**config.mk**
```make
export PLATFORM = sky130hd
export DESIGN_NAME = synchronization_core
export DESIGN_NICKNAME = d
export VERILOG_FILES = /design/src/hw/sync_pkg.sv /design/src/hw/sync_account_intake.sv /design/src/hw/sync_barrier_update.sv /design/src/hw/sync_fifo.sv /design/src/hw/synchronization_core.sv
export SDC_FILE = /design/constraint.sdc
export NUM_CORES = 1
export LEC_CHECK = 0
export BUFFER_PORTS_ARGS = -buffer_cell sky130_fd_sc_hd__buf_2
export CORE_MARGIN = 1
export CORE_UTILIZATION = 55
export DETAILED_ROUTE_END_ITERATION = 6
export MAX_ROUTING_LAYER = met4
export PLACE_DENSITY = 0.82
export SYNTH_ARGS = -nofsm -noshare
export SYNTH_HDL_FRONTEND = slang
export SYNTH_SLANG_ARGS = --single-unit
```
**constraint.sdc**
```tcl
create_clock -name clk -period 4.1 [get_ports clk]
set_input_delay 0.82 -clock clk [delete_from_list [all_inputs] [get_ports clk]]
set_output_delay 0.82 -clock clk [all_outputs]
set_load 0.05 [all_outputs]
```
**src/hw/sync_pkg.sv**
```systemverilog
// ~~~~~~~~~~~~~~~~~~~~
// Barrier sync core shared definitions
// Sizes, message formats, barrier entry and slot state
// ~~~~~~~~~~~~~~~~~~~~

package sync_pkg;

	// Tile and barrier space
	localparam int tile_count = 16;
	localparam int barrier_count = 16;
	localparam int barrier_id_width = 4;
	localparam int tile_id_width = 4;

	// Participant count 1 to 16 needs five bits
	localparam int count_width = 5;

	// Account queue, almost full one slot early so a held sender never overruns
	localparam int account_fifo_depth = 8;
	localparam int account_almost_full = 7;

	// Release queue keeps 4 slots free for releases still in the pipeline
	localparam int release_fifo_depth = 8;
	localparam int release_almost_full = 4;

	// One bit per tile
	typedef logic [tile_count-1:0] tile_mask_t;

	// Account from a tile reaching a barrier
	typedef struct packed {
		logic [barrier_id_width-1:0] id_barrier;
		logic [tile_id_width-1:0] tile_id;
		// Expected number of participants
		logic [count_width-1:0] cnt_setup;
	} sync_account_message_t;

	// Release sent back to all participants
	typedef struct packed {
		logic [barrier_id_width-1:0] id_barrier;
	} sync_release_message_t;

	// Release queue word
	typedef struct packed {
		sync_release_message_t message;
		tile_mask_t destinations;
	} sync_release_info_t;

	// One barrier memory entry
	typedef struct packed {
		// Accounts seen so far
		logic [count_width-1:0] arrived;
		// Tiles that have arrived
		tile_mask_t arrived_mask;
	} barrier_data_t;

	// Occupancy of a pipeline slot
	typedef enum logic {
		slot_empty = 1'b0,
		slot_busy = 1'b1
	} slot_state_t;

endpackage

```
**src/hw/sync_account_intake.sv**
```systemverilog
// ~~~~~~~~~~~~~~~~~~~~
// Account intake stage
// Pops accounts, holds them on barrier hazard or release back-pressure
// ~~~~~~~~~~~~~~~~~~~~

`timescale 1ns/1ns

module sync_account_intake import sync_pkg::*; (
	input logic clk,
	input logic reset,
	// Account queue head
	input sync_account_message_t head,
	input logic head_valid,
	output logic pop,
	// Release queue back-pressure
	input logic release_almost_full,
	// Barriers in flight downstream
	input logic [barrier_id_width-1:0] s2_id,
	input logic [barrier_id_width-1:0] s3_id,
	input slot_state_t s2_state,
	input slot_state_t s3_state,
	// Stage 1 slot
	output sync_account_message_t s1_mess,
	output slot_state_t s1_state
);

	logic hit_s1;
	logic hit_s2;
	logic hit_s3;
	logic hazard;

	// Own slot also holds an account that has not read the memory yet
	assign hit_s1 = (s1_state == slot_busy) && (s1_mess.id_barrier == head.id_barrier);
	assign hit_s2 = (s2_state == slot_busy) && (s2_id == head.id_barrier);
	assign hit_s3 = (s3_state == slot_busy) && (s3_id == head.id_barrier);

	// Same barrier still in flight, wait for its write back
	assign hazard = hit_s1 || hit_s2 || hit_s3;

	// Take the head only when it can go all the way through
	assign pop = head_valid && !hazard && !release_almost_full;

	// Slot state lives one cycle per account
	always_ff @(posedge clk) begin
		if (!reset)
			s1_state <= slot_empty;
		else if (pop)
			s1_state <= slot_busy;
		else
			s1_state <= slot_empty;
	end

	// Payload
	always_ff @(posedge clk) begin
		if (pop)
			s1_mess <= head;
	end

endmodule

```
**src/hw/sync_barrier_update.sv**
```systemverilog
// ~~~~~~~~~~~~~~~~~~~~
// Barrier memory read and update stages
// Counts arrivals per barrier and emits releases
// ~~~~~~~~~~~~~~~~~~~~

`timescale 1ns/1ns

module sync_barrier_update import sync_pkg::*; (
	input logic clk,
	input logic reset,
	// From intake
	input sync_account_message_t s1_mess,
	input slot_state_t s1_state,
	// Back to intake for the hazard check
	output logic [barrier_id_width-1:0] s2_id,
	output logic [barrier_id_width-1:0] s3_id,
	output slot_state_t s2_state,
	output slot_state_t s3_state,
	// To release queue
	output logic release_push,
	output sync_release_info_t release_info
);

	// One entry per barrier
	barrier_data_t barrier_mem [barrier_count];

	// Stage 2 holds the account while it reads the memory
	sync_account_message_t s2_mess;

	// Stage 3 holds the account and the entry read for it
	sync_account_message_t s3_mess;
	barrier_data_t s3_data;

	// Updated entry
	barrier_data_t s3_next;
	logic s3_done;

	// Slot states, no stall downstream of intake
	always_ff @(posedge clk) begin
		if (!reset) begin
			s2_state <= slot_empty;
			s3_state <= slot_empty;
		end else begin
			s2_state <= s1_state;
			s3_state <= s2_state;
		end
	end

	// Payloads move along every cycle
	always_ff @(posedge clk) begin
		s2_mess <= s1_mess;
		s3_mess <= s2_mess;
		// Memory read for stage 2
		s3_data <= barrier_mem[s2_mess.id_barrier];
	end

	assign s2_id = s2_mess.id_barrier;
	assign s3_id = s3_mess.id_barrier;

	// One more arrival, mark the sender
	assign s3_next.arrived = s3_data.arrived + count_width'(1);
	assign s3_next.arrived_mask = s3_data.arrived_mask | (tile_mask_t'(1) << s3_mess.tile_id);

	// Last participant in
	assign s3_done = (s3_next.arrived == s3_mess.cnt_setup);

	// Write back, or free the entry for reuse when the barrier completes
	always_ff @(posedge clk) begin
		if (!reset) begin
			for (int i = 0; i < barrier_count; i++)
				barrier_mem[i] <= '0;
		end else if (s3_state == slot_busy) begin
			if (s3_done)
				barrier_mem[s3_mess.id_barrier] <= '0;
			else
				barrier_mem[s3_mess.id_barrier] <= s3_next;
		end
	end

	// Release goes to every tile that took part
	assign release_push = (s3_state == slot_busy) && s3_done;
	assign release_info.message.id_barrier = s3_mess.id_barrier;
	assign release_info.destinations = s3_next.arrived_mask;

endmodule

```
**src/hw/sync_fifo.sv**
```systemverilog
// ~~~~~~~~~~~~~~~~~~~~
// Synchronous FIFO
// Circular buffer with occupancy count and almost-full flag
// ~~~~~~~~~~~~~~~~~~~~

`timescale 1ns/1ns

module sync_fifo #(
	parameter int width = 8,
	parameter int depth = 8,
	parameter int threshold = 7
) (
	input logic clk,
	input logic reset,
	input logic push,
	input logic pop,
	input logic [width-1:0] din,
	output logic [width-1:0] dout,
	output logic empty,
	output logic almost_full
);

	localparam int ptr_width = (depth > 1) ? $clog2(depth) : 1;
	localparam int cnt_width = $clog2(depth + 1);

	logic [width-1:0] mem [depth];
	logic [ptr_width-1:0] wr_ptr;
	logic [ptr_width-1:0] rd_ptr;
	logic [cnt_width-1:0] count;
	logic do_push;
	logic do_pop;

	// Wrap at depth, which need not be a power of two
	function automatic logic [ptr_width-1:0] next_ptr(input logic [ptr_width-1:0] ptr);
		if (ptr == ptr_width'(depth - 1))
			return '0;
		return ptr + ptr_width'(1);
	endfunction

	// Push when full and pop when empty are dropped
	assign do_push = push && (count < cnt_width'(depth));
	assign do_pop = pop && (count != '0);

	always_ff @(posedge clk) begin
		if (!reset) begin
			wr_ptr <= '0;
			rd_ptr <= '0;
			count <= '0;
		end else begin
			if (do_push)
				wr_ptr <= next_ptr(wr_ptr);
			if (do_pop)
				rd_ptr <= next_ptr(rd_ptr);
			// Count moves only when exactly one side acts
			if (do_push && !do_pop)
				count <= count + cnt_width'(1);
			else if (do_pop && !do_push)
				count <= count - cnt_width'(1);
		end
	end

	// Storage
	always_ff @(posedge clk) begin
		if (do_push)
			mem[wr_ptr] <= din;
	end

	// Head is shown without a pop
	assign dout = mem[rd_ptr];
	assign empty = (count == '0);
	assign almost_full = (count >= cnt_width'(threshold));

endmodule

```
**src/hw/synchronization_core.sv**
```systemverilog
// ~~~~~~~~~~~~~~~~~~~~
// Barrier synchronization core of one tile
// Account queue, intake, barrier update and release queue
// ~~~~~~~~~~~~~~~~~~~~

`timescale 1ns/1ns

module synchronization_core import sync_pkg::*; (
	input logic clk,
	input logic reset,
	// Accounts from the network
	input sync_account_message_t ni_account_mess,
	input logic ni_account_mess_valid,
	output logic account_available,
	output logic sc_account_consumed,
	// Releases to the network
	output sync_release_message_t sc_release_mess,
	output tile_mask_t sc_release_dest_valid,
	output logic sc_release_valid,
	input logic ni_available
);

	// Account queue side
	sync_account_message_t account_head;
	logic account_empty;
	logic account_af;
	logic account_pop;

	// Pipeline
	sync_account_message_t s1_mess;
	slot_state_t s1_state;
	logic [barrier_id_width-1:0] s2_id;
	logic [barrier_id_width-1:0] s3_id;
	slot_state_t s2_state;
	slot_state_t s3_state;

	// Release queue side
	logic release_push;
	sync_release_info_t release_in;
	sync_release_info_t release_head;
	logic release_empty;
	logic release_af;

	// Input handshake, taken in the same cycle it is offered
	assign account_available = !account_af;
	assign sc_account_consumed = ni_account_mess_valid && account_available;

	sync_fifo #(
		.width($bits(sync_account_message_t)),
		.depth(account_fifo_depth),
		.threshold(account_almost_full)
	) i_account_fifo (
		.clk(clk),
		.reset(reset),
		.push(sc_account_consumed),
		.pop(account_pop),
		.din(ni_account_mess),
		.dout(account_head),
		.empty(account_empty),
		.almost_full(account_af)
	);

	sync_account_intake i_intake (
		.clk(clk),
		.reset(reset),
		.head(account_head),
		.head_valid(!account_empty),
		.pop(account_pop),
		.release_almost_full(release_af),
		.s2_id(s2_id),
		.s3_id(s3_id),
		.s2_state(s2_state),
		.s3_state(s3_state),
		.s1_mess(s1_mess),
		.s1_state(s1_state)
	);

	sync_barrier_update i_update (
		.clk(clk),
		.reset(reset),
		.s1_mess(s1_mess),
		.s1_state(s1_state),
		.s2_id(s2_id),
		.s3_id(s3_id),
		.s2_state(s2_state),
		.s3_state(s3_state),
		.release_push(release_push),
		.release_info(release_in)
	);

	sync_fifo #(
		.width($bits(sync_release_info_t)),
		.depth(release_fifo_depth),
		.threshold(release_almost_full)
	) i_release_fifo (
		.clk(clk),
		.reset(reset),
		.push(release_push),
		.pop(sc_release_valid && ni_available),
		.din(release_in),
		.dout(release_head),
		.empty(release_empty),
		.almost_full(release_af)
	);

	// Head of the release queue waits for the network
	assign sc_release_valid = !release_empty;
	assign sc_release_mess = release_head.message;
	assign sc_release_dest_valid = release_head.destinations;

endmodule

```
# [Yosys cells after proc, flatten, opt, wreduce, memory -nomap -nowiden]
# Memories as Yosys holds them, arrays and structs flattened. A register that Yosys moved wholly into a read port is not among the register bits.
# Cells that the tools add are included.
[totals] reg_bits=62 mem_bits_rw=600 output_inout_bits=23 word_cells=125 mem_count=3
[classes] addsub=9 order_cmp=4 n_eq_ne=8 n_shift=1 n_mux=46 bitwise_logic=2 reduce_logical=34
[memory_table] memory="i_update.barrier_mem" depth=16 word_bits=21 read_ports=1 rd_clocked_by_memory_dff=1 wr=16 line_no="sync_barrier_update.sv:25" rtl="barrier_data_t barrier_mem [barrier_count];"
[memory_table] memory="i_release_fifo.mem" depth=8 word_bits=20 read_ports=1 rd_clocked_by_memory_dff=1 wr=1 line_no="sync_fifo.sv:26" rtl="logic [width-1:0] mem [depth];"
[memory_table] memory="i_account_fifo.mem" depth=8 word_bits=13 read_ports=1 rd_clocked_by_memory_dff=1 wr=1 line_no="sync_fifo.sv:26"
[ops] operator="$mux 21" n=2
[ops] operator="$mux 3" n=12
[ops] operator="$mux 1" n=27
[ops] operator="$reduce_or 21->1" n=1
[ops] operator="$mux 4" n=5
[ops] operator="$logic_and 1x1->1" n=16
[ops] operator="$or 16x16->16" n=1
[ops] operator="$shl 1x4->16 const A" n=1
[ops] operator="$add 3x1->3 const B" n=4
[ops] operator="$eq 3x3->1 const B" n=4
[ops] operator="$eq 4x4->1" n=3
[ops] operator="$logic_not 1->1" n=9
[ops] operator="$add 4x1->4 const B" n=2
[ops] operator="$ge 4x3->1 const B" n=2
[ops] operator="$logic_not 4->1" n=2
[ops] operator="$lt 4x4->1 const B" n=2
[ops] operator="$reduce_bool 4->1" n=2
[ops] operator="$sub 4x1->4 const B" n=2
[ops] operator="$add 5x1->5 const B" n=1
[ops] operator="$eq 5x5->1" n=1
[ops] operator="$reduce_bool 2->1" n=2
[ops] operator="$logic_or 1x1->1" n=2
[ops] operator="$or 1x1->1" n=1

# [Depth between registers and ports, before layout]
# Gate-level depths: netlist of the first run.
[depth] ltp_word=13 mapped_depth=18 mapped_depth_nobuf=15

# [Modules after synthesis]
# A second synthesis of the first run with hierarchy kept.
[hier_totals] cells_unflattened=1685 hier_area_um2=28926.5
[modules_own_cells] module="sync_barrier_update" n_inst=1 cells_each=1115 area_each_um2=16784.8 seq_area_each_um2=11070.6
[modules_own_cells] module="sync_fifo (i_release_fifo)" n_inst=1 cells_each=305 area_each_um2=6850.3 seq_area_each_um2=5064.9
[modules_own_cells] module="sync_fifo (i_account_fifo)" n_inst=1 cells_each=225 area_each_um2=4693.3 seq_area_each_um2=3383.2
[modules_own_cells] module="sync_account_intake" n_inst=1 cells_each=35 area_each_um2=574.3 seq_area_each_um2=410.4
[modules_own_cells] module="synchronization_core" n_inst=1 cells_each=5 area_each_um2=23.8 seq_area_each_um2=0.0

# [Worst setup path after synthesis of the first run]
# Ideal clock, no wire load.
[synth_path] path_kind="register to register" startpoint="reg (tool-made name)" endpoint="reg i_account_fifo.count[3]" setup_time_ns=0.076 arrival_ns=3.693 t_required_ns=4.024 slack_ns=0.331 stages_incl_launch_ff=18 path_cell_list="dfxtp_1 > buf_6 > buf_12 > mux2i_1 > mux4_2 > xor2_1 > nand2_1 > o31ai_2 > a311oi_4 > inv_1 > ha_1 > inv_1 > ha_1 > a21o_1 > a21oi_1 > xnor2_1 > or3_1 > a21boi_0"
[synth_lines] element="to (signal assigned)" line_no="sync_fifo.sv:56" rtl="count <= count + cnt_width'(1);"
[synth_lines] element="to (signal assigned)" line_no="sync_fifo.sv:58" rtl="count <= count - cnt_width'(1);"
[synth_lines] element="to (decl)" line_no="sync_fifo.sv:29" rtl="logic [cnt_width-1:0] count;"

==> results of run 1 <==
[sequential cells by signal, indices dropped and copies added (netlist names), 9 cells and up, named ones only]
| name | count |
|---|---|
| i_account_fifo.mem | 104 |
| i_intake.s1_mess | 13 |
| i_release_fifo.mem | 160 |
| i_update.barrier_mem | 336 |
| i_update.s2_mess | 9 |
| i_update.s3_data | 21 |
| i_update.s3_mess | 9 |
[how the worst max path moves through the flow]
stage | start | end
floorplan | flop | i_account_fifo.count[3]$_SDFFE_PN0P_
global placement | flop | i_account_fifo.count[3]$_SDFFE_PN0P_
detailed placement | flop | i_account_fifo.count[3]$_SDFFE_PN0P_
CTS | flop | i_account_fifo.count[3]$_SDFFE_PN0P_
global route | flop | i_account_fifo.count[3]$_SDFFE_PN0P_
finish | flop | i_account_fifo.count[3]$_SDFFE_PN0P_
[logic make-up (layout without fill, tap and decap cells)]
family	count (synthesis)	after routing	synth area share [%]
AO/OA/AOI/OAI	35	35	0.9948
XOR/XNOR	26	26	0.8305
adder cells (fa/ha/maj)	17	17	0.8305
buffers and inverters	116	225	1.739
flip-flops	689	689	72.68
multiplexers	219	219	15.70
AND/OR/NAND/NOR	484	484	7.219
[layout by cell type, fill, tap and decap left out, types with 19 or more instances in the layout]
cell,synthesis,final
nor2_1,348,346
nand2_1,70,70
buf_2,8,39
clkbuf_16,0,67
mux4_2,166,166
dfxtp_1,76,70
mux2_2,29,29
xnor2_1,19,19
mux2i_1,24,24
buf_4,0,54
edfxtp_1,613,613
[where the power goes]
part / switching, uW / internal, uW / total [uW]
clock network: 2500 / 3400 / 5900
registers: 462 / 8530 / 9000
logic: 2530 / 2130 / 4650
total: 5480 / 14100 / 19500
[critical path: stages (launching register included)]
cell and delay (ns):
dfxtp_2 0.66, mux2i_1 0.16, mux4_2 0.56, xnor2_1 0.16
nor4_1 0.55, a311oi_4 0.06, inv_1 0.09, ha_1 0.19
inv_1 0.10, ha_1 0.28, a21o_1 0.18, a21oi_1 0.18
xnor2_1 0.10, or3_1 0.30, a21boi_0 0.16
[metal layers]
layer,share of wire (%),GRT usage (%)
met2,52,43.25
met4,3.4,10.53
met1,35,31.12
met5,0,-
met3,9.2,4.211
[through the flow]
stage	power (uW)	instance area [sq um]	instances	util, %	hold WS [ns]
finish	19550	30680	2359	62.55	0.3332
floorplan	12510	27420	1586	-	0.3096
global placement	13610	28620	2243	58.35	0.3141
detailed placement	13760	28620	2243	58.35	0.3146
global route	20170	30680	2359	62.55	0.3373
CTS	19620	30680	2359	62.55	0.3332
[layout make-up]
cell class / instances / share of cell area (%)
timing repair buffer: 100 / 2.414
clock buffer: 84 / 5.705
sequential: 689 / 64.99
multi-input combinational: 781 / 23.05
inverter: 9 / 0.1101
tap: 664 / 2.708
clock inverter: 32 / 1.019
==> results.yml, run 1 <==
status:
  outcome: "complete, no violations"
floorplan:
  initial_utilization_pct: 55.90
  die_h_um: 225.3
  die_x_um: 225.3
  ios: 40
  num_rows: 81
  die-area_sq_um: 50750
  fp.coreArea_sq_um: 49050
power:
  irDropWorstVdd_v: 0.0003485
  leakage_uw: 0.01008
  power_density_nw_per_um2: 637.0
synthesis:
  synth_top_area_share_pct: 67.14
  synth-main-ff-cell: "edfxtp_1"
  ys_seq_elements: 689
  synth_edf_count: 613
  async_flop_share_pct: 0
  ys_warn_count: 0
  yosysTopAreaCell: "edfxtp_1"
  postSynthAreaPerCell_sq_um: 17.29
  ys_top_cells_by_count: "edfxtp_1 (613), nor2_1 (348), mux4_2 (166)"
  synth_cells: 1586
  syn_nets: 1620
  netlist_top_cells_area: "edfxtp_1 (67%), mux4_2 (14%), dfxtp_1 (5.5%), nor2_1 (4.8%), clkbuf_1 (1.2%)"
  ys_seq_area_share_pct: 72.68
  yosysMostFrequentCell: "edfxtp_1"
  synth_area_sq_um: 27420
  yosysUniqueCellTypes: 39
clock_tree:
  cts_tree: "done"
  cts_buffer_depth: 3
  root_buffer: "clkbuf_16"
  clk_pin_slew_worst_paths_ns: 0.06
  numCtsBuffers: 66
  postCtsHoldBufs: 0
  clock_latency_ns: 0.60
  cts-htree-levels: 3
  post_cts_buffers: 0
  cts_resized: 0
  cts_sinks: 689
route:
  drc: 0
  wl_um: 60950
  drt_iter0_drc: 1669
  via_per_inst: 6.222
  drt-pass1-iter-count: 6
  num_vias: 14680
  ant_nets: 0
  wire_per_inst_um: 25.84
critical_path:
  start_kind: "flop"
  rr_worst_depth: 14
  cp_data_required_time_ns: 4.61
  critPathKind: "reg -> reg"
  crit_fanout: 17
  rrSetupSlack_ns: 0.29
  crit_path_end_kind: "flop"
  crit_arrival_ns: 4.32
  rr_endpoint: "i_account_fifo.count[3]$_SDFFE_PN0P_"
sta:
  finClkSkew_ns: 0.02452
  worst_pin_slew_ns: 1.037
  max_freq_ghz: 0.2623
  finalSetupViolCount: 0
  fin_crit_sh_pct: 92.97
  worst_slack_ns: 0.2881
  rsz0062_at_grt: "false"
  setup-tns-final_ns: 0
  min_period_ns: 3.812
  slew-limit-headroom_pct: 30.88
  hold_viol: 0
  drv_slew: 0
global_route:
  grt_usage_pct: 25.71
  grt_pass1_wl_um: 92280
  grt_start_max_net_pins: 86
  grt_pass1_vias: 15190
  grt.overflow.total: 0
  antenna_found_initial: 0
job:
  cap_viol_max_count: 0
min_path:
  min-delay-start: "i_update.s2_mess[2]$_DFF_P_"
  hold_class: "reg -> reg"
  hold_depth: 0
  holdPathEnd: "i_update.s3_mess[2]$_DFF_P_"
cells_and_area:
  fill_cells: 3256
  ff_latch_area_sq_um: 19940
  num_antenna_cells: 0
  nNetsFinal: 1681
  multi_input_area_sq_um: 7074
  drive_gt1_share_pct: 24.25
  area.growth.synth_to_final_pct: 11.91
placed_design:
  dp_hpwl_um: 34380
  gp_congestion: 0.8168
  portBuffers: 39
  pre_cts_ws_ns: 0.3827
No activity file was read; power rests on OpenSTA's default activity.
==> inputs of run 2 (changes only) <==
PLACE_DENSITY = 0.85   (was 0.82)
clock period = 3.1 ns   (was 4.1 ns; I/O delays follow)
==> run 2 against run 1 <==
  * The run now ends with negative setup slack left
  * Hold slack got worse by 0.066 ns
  * Global-route usage is 0.88 points higher
  * Combinational power rose by 48%
  * Clock skew rose by 0.0050 ns
  * Via count is 2.8% higher
  * Clock-buffer cell count is 6 higher
  * Power up 35%
  * Fmax grew 11%
  * Utilization up 1.2 points
  * Sequential share of layout area shrank 1.2 points
  * Die area unchanged
  * Critical endpoint unchanged
  * Largest power group unchanged
==> results.yml, run 2 (synthesized netlist as in run 1, its figures left out) <==
job:
  cap_viol_max_count: 0
critical_path:
  crit_fanout: 6
  cp_cell_sequence: "clkbuf_16 -> mux2i_1 -> nand3b_1 -> nand4_1 -> buf_4 -> xnor2_1 -> o31ai_4 -> a311oi_4 -> inv_1 -> ha_2 -> inv_2 -> ha_4 -> a21o_1 -> a21oi_2 -> xnor2_1 -> or3_1 -> a21boi_1"
  crit_top_cell: "xnor2_1"
  rrSetupSlack_ns: -0.35
  critPathTopFamily: "compound AO/OA/AOI/OAI gates"
  crit_slowest_cell: "dfxtp_4"
  cp_data_required_time_ns: 3.63
  crit_arrival_ns: 3.98
  start_kind: "flop"
  crit_path_end_kind: "flop"
  timing.critical_path.buf_inv: 4
  slowest_delay_ns: 0.38
  critPathKind: "reg -> reg"
route:
  drt-pass1-iter-count: 5
  num_vias: 15090
  ant_nets: 0
  via_per_inst: 6.312
  wl_um: 64660
  drt_iter0_drc: 2076
  drc: 0
  wire_per_inst_um: 27.04
placed_design:
  dp_hpwl_um: 36310
  gp_congestion: 0.8757
  portBuffers: 39
global_route:
  grt_pass1_wl_um: 95380
  grt_start_max_net_pins: 86
  grt_pass1_vias: 15790
  antenna_found_initial: 0
  grt_usage_pct: 26.59
  grt.overflow.total: 0
clock_tree:
  cts_sinks: 689
  clk_pin_slew_worst_paths_ns: 0.07
  numCtsBuffers: 61
  root_buffer: "clkbuf_16"
  cts_buffer_depth: 3
  cts-htree-levels: 2
  postCtsHoldBufs: 0
  clock_latency_ns: 0.62
  cts_tree: "done"
sta:
  worst_slack_ns: -0.3459
  worst_pin_slew_ns: 0.7662
  slew-limit-headroom_pct: 48.92
  max_freq_ghz: 0.2902
  drv_slew: 0
  hold_viol: 0
  fin_crit_sh_pct: 111.2
  rsz0062_at_grt: "true"
  finalSetupViolCount: 3
  min_period_ns: 3.446
  finClkSkew_ns: 0.02955
  fin_hold_ws_ns: 0.2677
cells_and_area:
  utilization_pct: 63.79
  final_common_cell: "edfxtp_1"
  layout_common_cells: "edfxtp_1 (613), nor2_1 (346), mux4_2 (166)"
  regMostFlops: "i_update.barrier_mem"
  drive_gt1_share_pct: 27.45
  area.growth.synth_to_final_pct: 14.11
  fill_cells: 3124
  reg_top3: "i_update.barrier_mem (336), i_release_fifo.mem (160), i_account_fifo.mem (104)"
  nNetsFinal: 1709
  largest_reg_flops: 336
  num_antenna_cells: 0
floorplan:
  fp.coreArea_sq_um: 49050
  die_x_um: 225.3
  initial_utilization_pct: 55.90
  num_rows: 81
  ios: 40
  die_h_um: 225.3
  die-area_sq_um: 50750
power:
  power_density_nw_per_um2: 846.1
  power_uw: 26470
  leakage_uw: 0.01032
  irDropWorstVdd_v: 0.0006197
min_path:
  hold_class: "in -> reg"
status:
  outcome: "finished with violations"
  violations: "negative setup slack"
[run 2: cell types whose count changed in the layout (fill, tap and decap cells not counted), moves of 3 or more]
| cell | previous run | this run |
|---|---|---|
| buf_4 | 54 | 71 |
| buf_12 | 7 | 18 |
| clkbuf_8 | 1 | 10 |
| clkinv_1 | 12 | 6 |
| ha_1 | 15 | 9 |
| xnor2_1 | 19 | 13 |
| buf_6 | 0 | 4 |
| dfxtp_1 | 70 | 66 |
| ha_4 | 0 | 4 |
| inv_4 | 0 | 4 |
| xnor2_2 | 0 | 4 |
| inv_6 | 3 | 0 |
[run 2: layer usage]
layer,track usage [%],share of wire (%),up-vias
met1,32.16,34,7667
met2,44.19,51,1011
met4,11.45,4.1,0
li1,-,-,6185
met5,-,0,-
met3,4.785,10,229
[run 2: power by group]
part	internal (uW)	switching (uW)	total [uW]
clock network	4360	3330	7680
logic	3170	3740	6900
registers	11300	593	11900
[run 2: worst register-to-register path: stages (launching register included)]
cell and delay, ns:
dfxtp_4 0.38, clkbuf_16 0.17, mux2i_1 0.14, nand3b_1 0.11, nand4_1 0.24, buf_4 0.24, xnor2_1 0.28, o31ai_4 0.13
a311oi_4 0.26, inv_1 0.09, ha_2 0.19, inv_2 0.07, ha_4 0.19, a21o_1 0.16, a21oi_2 0.12, xnor2_1 0.11
or3_1 0.36, a21boi_1 0.13
[run 2: timing repair]
item,in CTS,in global routing
setup buffers,3,8
pin swaps,5,22
setup endpoints to repair,3,4
cloned,0,1
gates resized for setup,12,25
[run 2: final timing paths]
kind                                                   from                                    to  depth (start not counted)
worst max-delay path                                   flop  i_account_fifo.count[3]$_SDFFE_PN0P_                         17
worst min-delay path                     ni_account_mess[1]    i_account_fifo.mem[7][1]$_DFFE_PP_                          1
worst max register to register                         flop  i_account_fifo.count[3]$_SDFFE_PN0P_                         17
worst min register to register  i_update.s2_mess[6]$_DFF_P_           i_update.s3_mess[6]$_DFF_P_                          0
[run 2: per-stage QoR]
step                setup TNS (ns)  instance area (sq um)  worst slack (ns)  std cells
floorplan                   -29.37                  27450           -0.5356       1586
global placement           -0.1381                  28960           -0.1381       2266
detailed placement         -0.4711                  28960           -0.2923       2266
CTS                        -0.3318                  31090           -0.2607       2384
global route               -0.8749                  31290           -0.4929       2391
finish                     -0.4613                  31290           -0.3459       2391
[run 2: layout make-up]
type	count	area (sq um)	area share (%)
timing repair buffer	133	1159	3.703
inverter	9	36.28	0.1160
multi-input combinational	781	7271	23.24
clock inverter	25	241.5	0.7718
tap	664	830.8	2.655
sequential	689	19950	63.77
clock buffer	90	1799	5.750
==> inputs of run 3 (changes only) <==
PLACE_DENSITY = 0.82   (was 0.85)
clock period = 4.35 ns   (was 3.1 ns; I/O delays follow)
==> run 3 against run 2 <==
  * The flow now finishes without violations
  * Non-clock buffer count down 33
  * Die area did not move
  * Design area is 2.0% lower
  * Global-route usage decreased by 0.86 points
  * Sequential power fell by 27%
  * Hold slack improved by 0.058 ns
  * Setup slack improved by 0.90 ns
  * Sequential cell count unchanged
  * Critical path type unchanged
  * Largest power group unchanged
==> results.yml, run 3 (synthesized netlist as in run 1, its figures left out) <==
cells_and_area:
  final_cell_area_sq_um: 30660
  fill_cells: 3256
  final_common_cell: "edfxtp_1"
  reg_top3: "i_update.barrier_mem (336), i_release_fifo.mem (160), i_account_fifo.mem (104)"
  nNetsFinal: 1681
  drive_gt1_share_pct: 24.82
  area.growth.synth_to_final_pct: 11.81
  num_antenna_cells: 0
  largest_reg_flops: 336
  layout_common_cells: "edfxtp_1 (613), nor2_1 (346), mux4_2 (166)"
  regMostFlops: "i_update.barrier_mem"
critical_path:
  cp_data_required_time_ns: 4.83
  rrSetupSlack_ns: 0.55
  crit_fanout: 19
  slowest_delay_ns: 0.71
  cp_cell_sequence: "mux2i_1 -> mux4_2 -> xor2_1 -> nand2_1 -> o31ai_2 -> a311oi_4 -> inv_1 -> ha_1 -> inv_1 -> ha_1 -> a21o_1 -> a21oi_1 -> xnor2_1 -> or3_1 -> a21boi_0"
  timing.critical_path.buf_inv: 2
  start_kind: "flop"
  crit_arrival_ns: 4.28
  crit_slowest_cell: "dfxtp_2"
  critPathTopFamily: "compound AO/OA/AOI/OAI gates"
  critPathKind: "reg -> reg"
  crit_path_end_kind: "flop"
clock_tree:
  cts-htree-levels: 3
  postCtsHoldBufs: 0
  cts_sinks: 689
  cts_resized: 0
  cts_tree: "done"
  numCtsBuffers: 66
  cts_buffer_depth: 3
  root_buffer: "clkbuf_16"
  clock_latency_ns: 0.58
  clk_pin_slew_worst_paths_ns: 0.06
  post_cts_buffers: 0
global_route:
  grt_usage_pct: 25.73
  grt_start_max_net_pins: 46
  grt_pass1_vias: 15270
  grt.overflow.total: 0
  antenna_found_initial: 0
  grt_pass1_wl_um: 91810
route:
  drt-pass1-iter-count: 6
  wl_um: 61070
  drt_iter0_drc: 1828
  ant_nets: 0
  wire_per_inst_um: 25.88
  num_vias: 14690
  via_per_inst: 6.226
  drc: 0
floorplan:
  die_h_um: 225.3
  ios: 40
  initial_utilization_pct: 55.90
  fp.coreArea_sq_um: 49050
  die_x_um: 225.3
  num_rows: 81
  die-area_sq_um: 50750
sta:
  slew-limit-headroom_pct: 32.15
  drv_slew: 0
  worst_pin_slew_ns: 1.018
  min_period_ns: 3.796
  rsz0062_at_grt: "false"
  finClkSkew_ns: 0.02824
  hold_viol: 0
  fin_crit_sh_pct: 87.27
  finalSetupViolCount: 0
  setup-tns-final_ns: 0
  max_freq_ghz: 0.2634
placed_design:
  gp_congestion: 0.8005
  portBuffers: 39
  dp_hpwl_um: 34540
  placed_cell_area_sq_um: 28560
power:
  irDropWorstVdd_v: 0.0003108
  power.switching_uw: 5182
  leakage_uw: 0.01009
  intPower_uw: 13240
  switching_share_pct: 28.13
  combPwrFrac_pct: 23.1
  pwr-share-clk_pct: 30.1
  power_density_nw_per_um2: 601.0
  seqPwrFrac_pct: 46.8
job:
  cap_viol_max_count: 0
min_path:
  hold_class: "reg -> reg"
status:
  outcome: "complete, no violations"
[run 3: area by class of cell]
class / count / area [sq um] / share of cell area (%)
well taps: 664 / 830.8 / 2.710
flip-flops and latches: 689 / 19940 / 65.05
multi-input cells: 781 / 7074 / 23.08
clock buffers: 87 / 1833 / 5.979
inverters: 9 / 33.78 / 0.1102
clock inverters: 30 / 265.3 / 0.8652
repair buffers: 100 / 678.2 / 2.212
[run 3: power by group through the flow]
stage / Sequential (uW) / Clock (uW) / Combinational (uW)
global route: 8690 / 5850 / 4500
CTS: 8620 / 5610 / 4270
finish: 8630 / 5550 / 4250
detailed placement: 8750 / 0 / 4210
global placement: 8710 / 0 / 4090
floorplan: 8360 / 0 / 3420
[run 3: metrics by stage]
stage / instances / utilization [%] / total power (uW) / setup slack [ns] / hold WS [ns]
2_1_floorplan: 1586 / - / 11790 / 0.5814 / 0.3096
3_3_place_gp: 2243 / 58.22 / 12800 / 0.7318 / 0.3111
3_5_place_dp: 2243 / 58.22 / 12960 / 0.5485 / 0.3121
4_1_cts: 2360 / 62.50 / 18510 / 0.5021 / 0.3265
5_1_grt: 2360 / 62.50 / 19040 / 0.3297 / 0.3345
6_report: 2360 / 62.50 / 18420 / 0.5538 / 0.3258
[run 3: metal layers]
| layer | global-route usage [%] | share of wire [%] |
|---|---|---|
| met4 | 10.12 | 3.6 |
| met3 | 4.302 | 9.8 |
| met2 | 43.43 | 52 |
| met1 | 31.12 | 35 |
| met5 | - | 0 |
[run 3: path summary, 6_finish.rpt]
path | to | cells past startpoint | start
hold / removal | i_update.s3_mess[2]$_DFF_P_ | 0 | i_update.s2_mess[2]$_DFF_P_
setup / recovery | i_account_fifo.count[3]$_SDFFE_PN0P_ | 15 | flop
setup reg to reg | i_account_fifo.count[3]$_SDFFE_PN0P_ | 15 | flop
hold reg to reg | i_update.s3_mess[2]$_DFF_P_ | 0 | i_update.s2_mess[2]$_DFF_P_
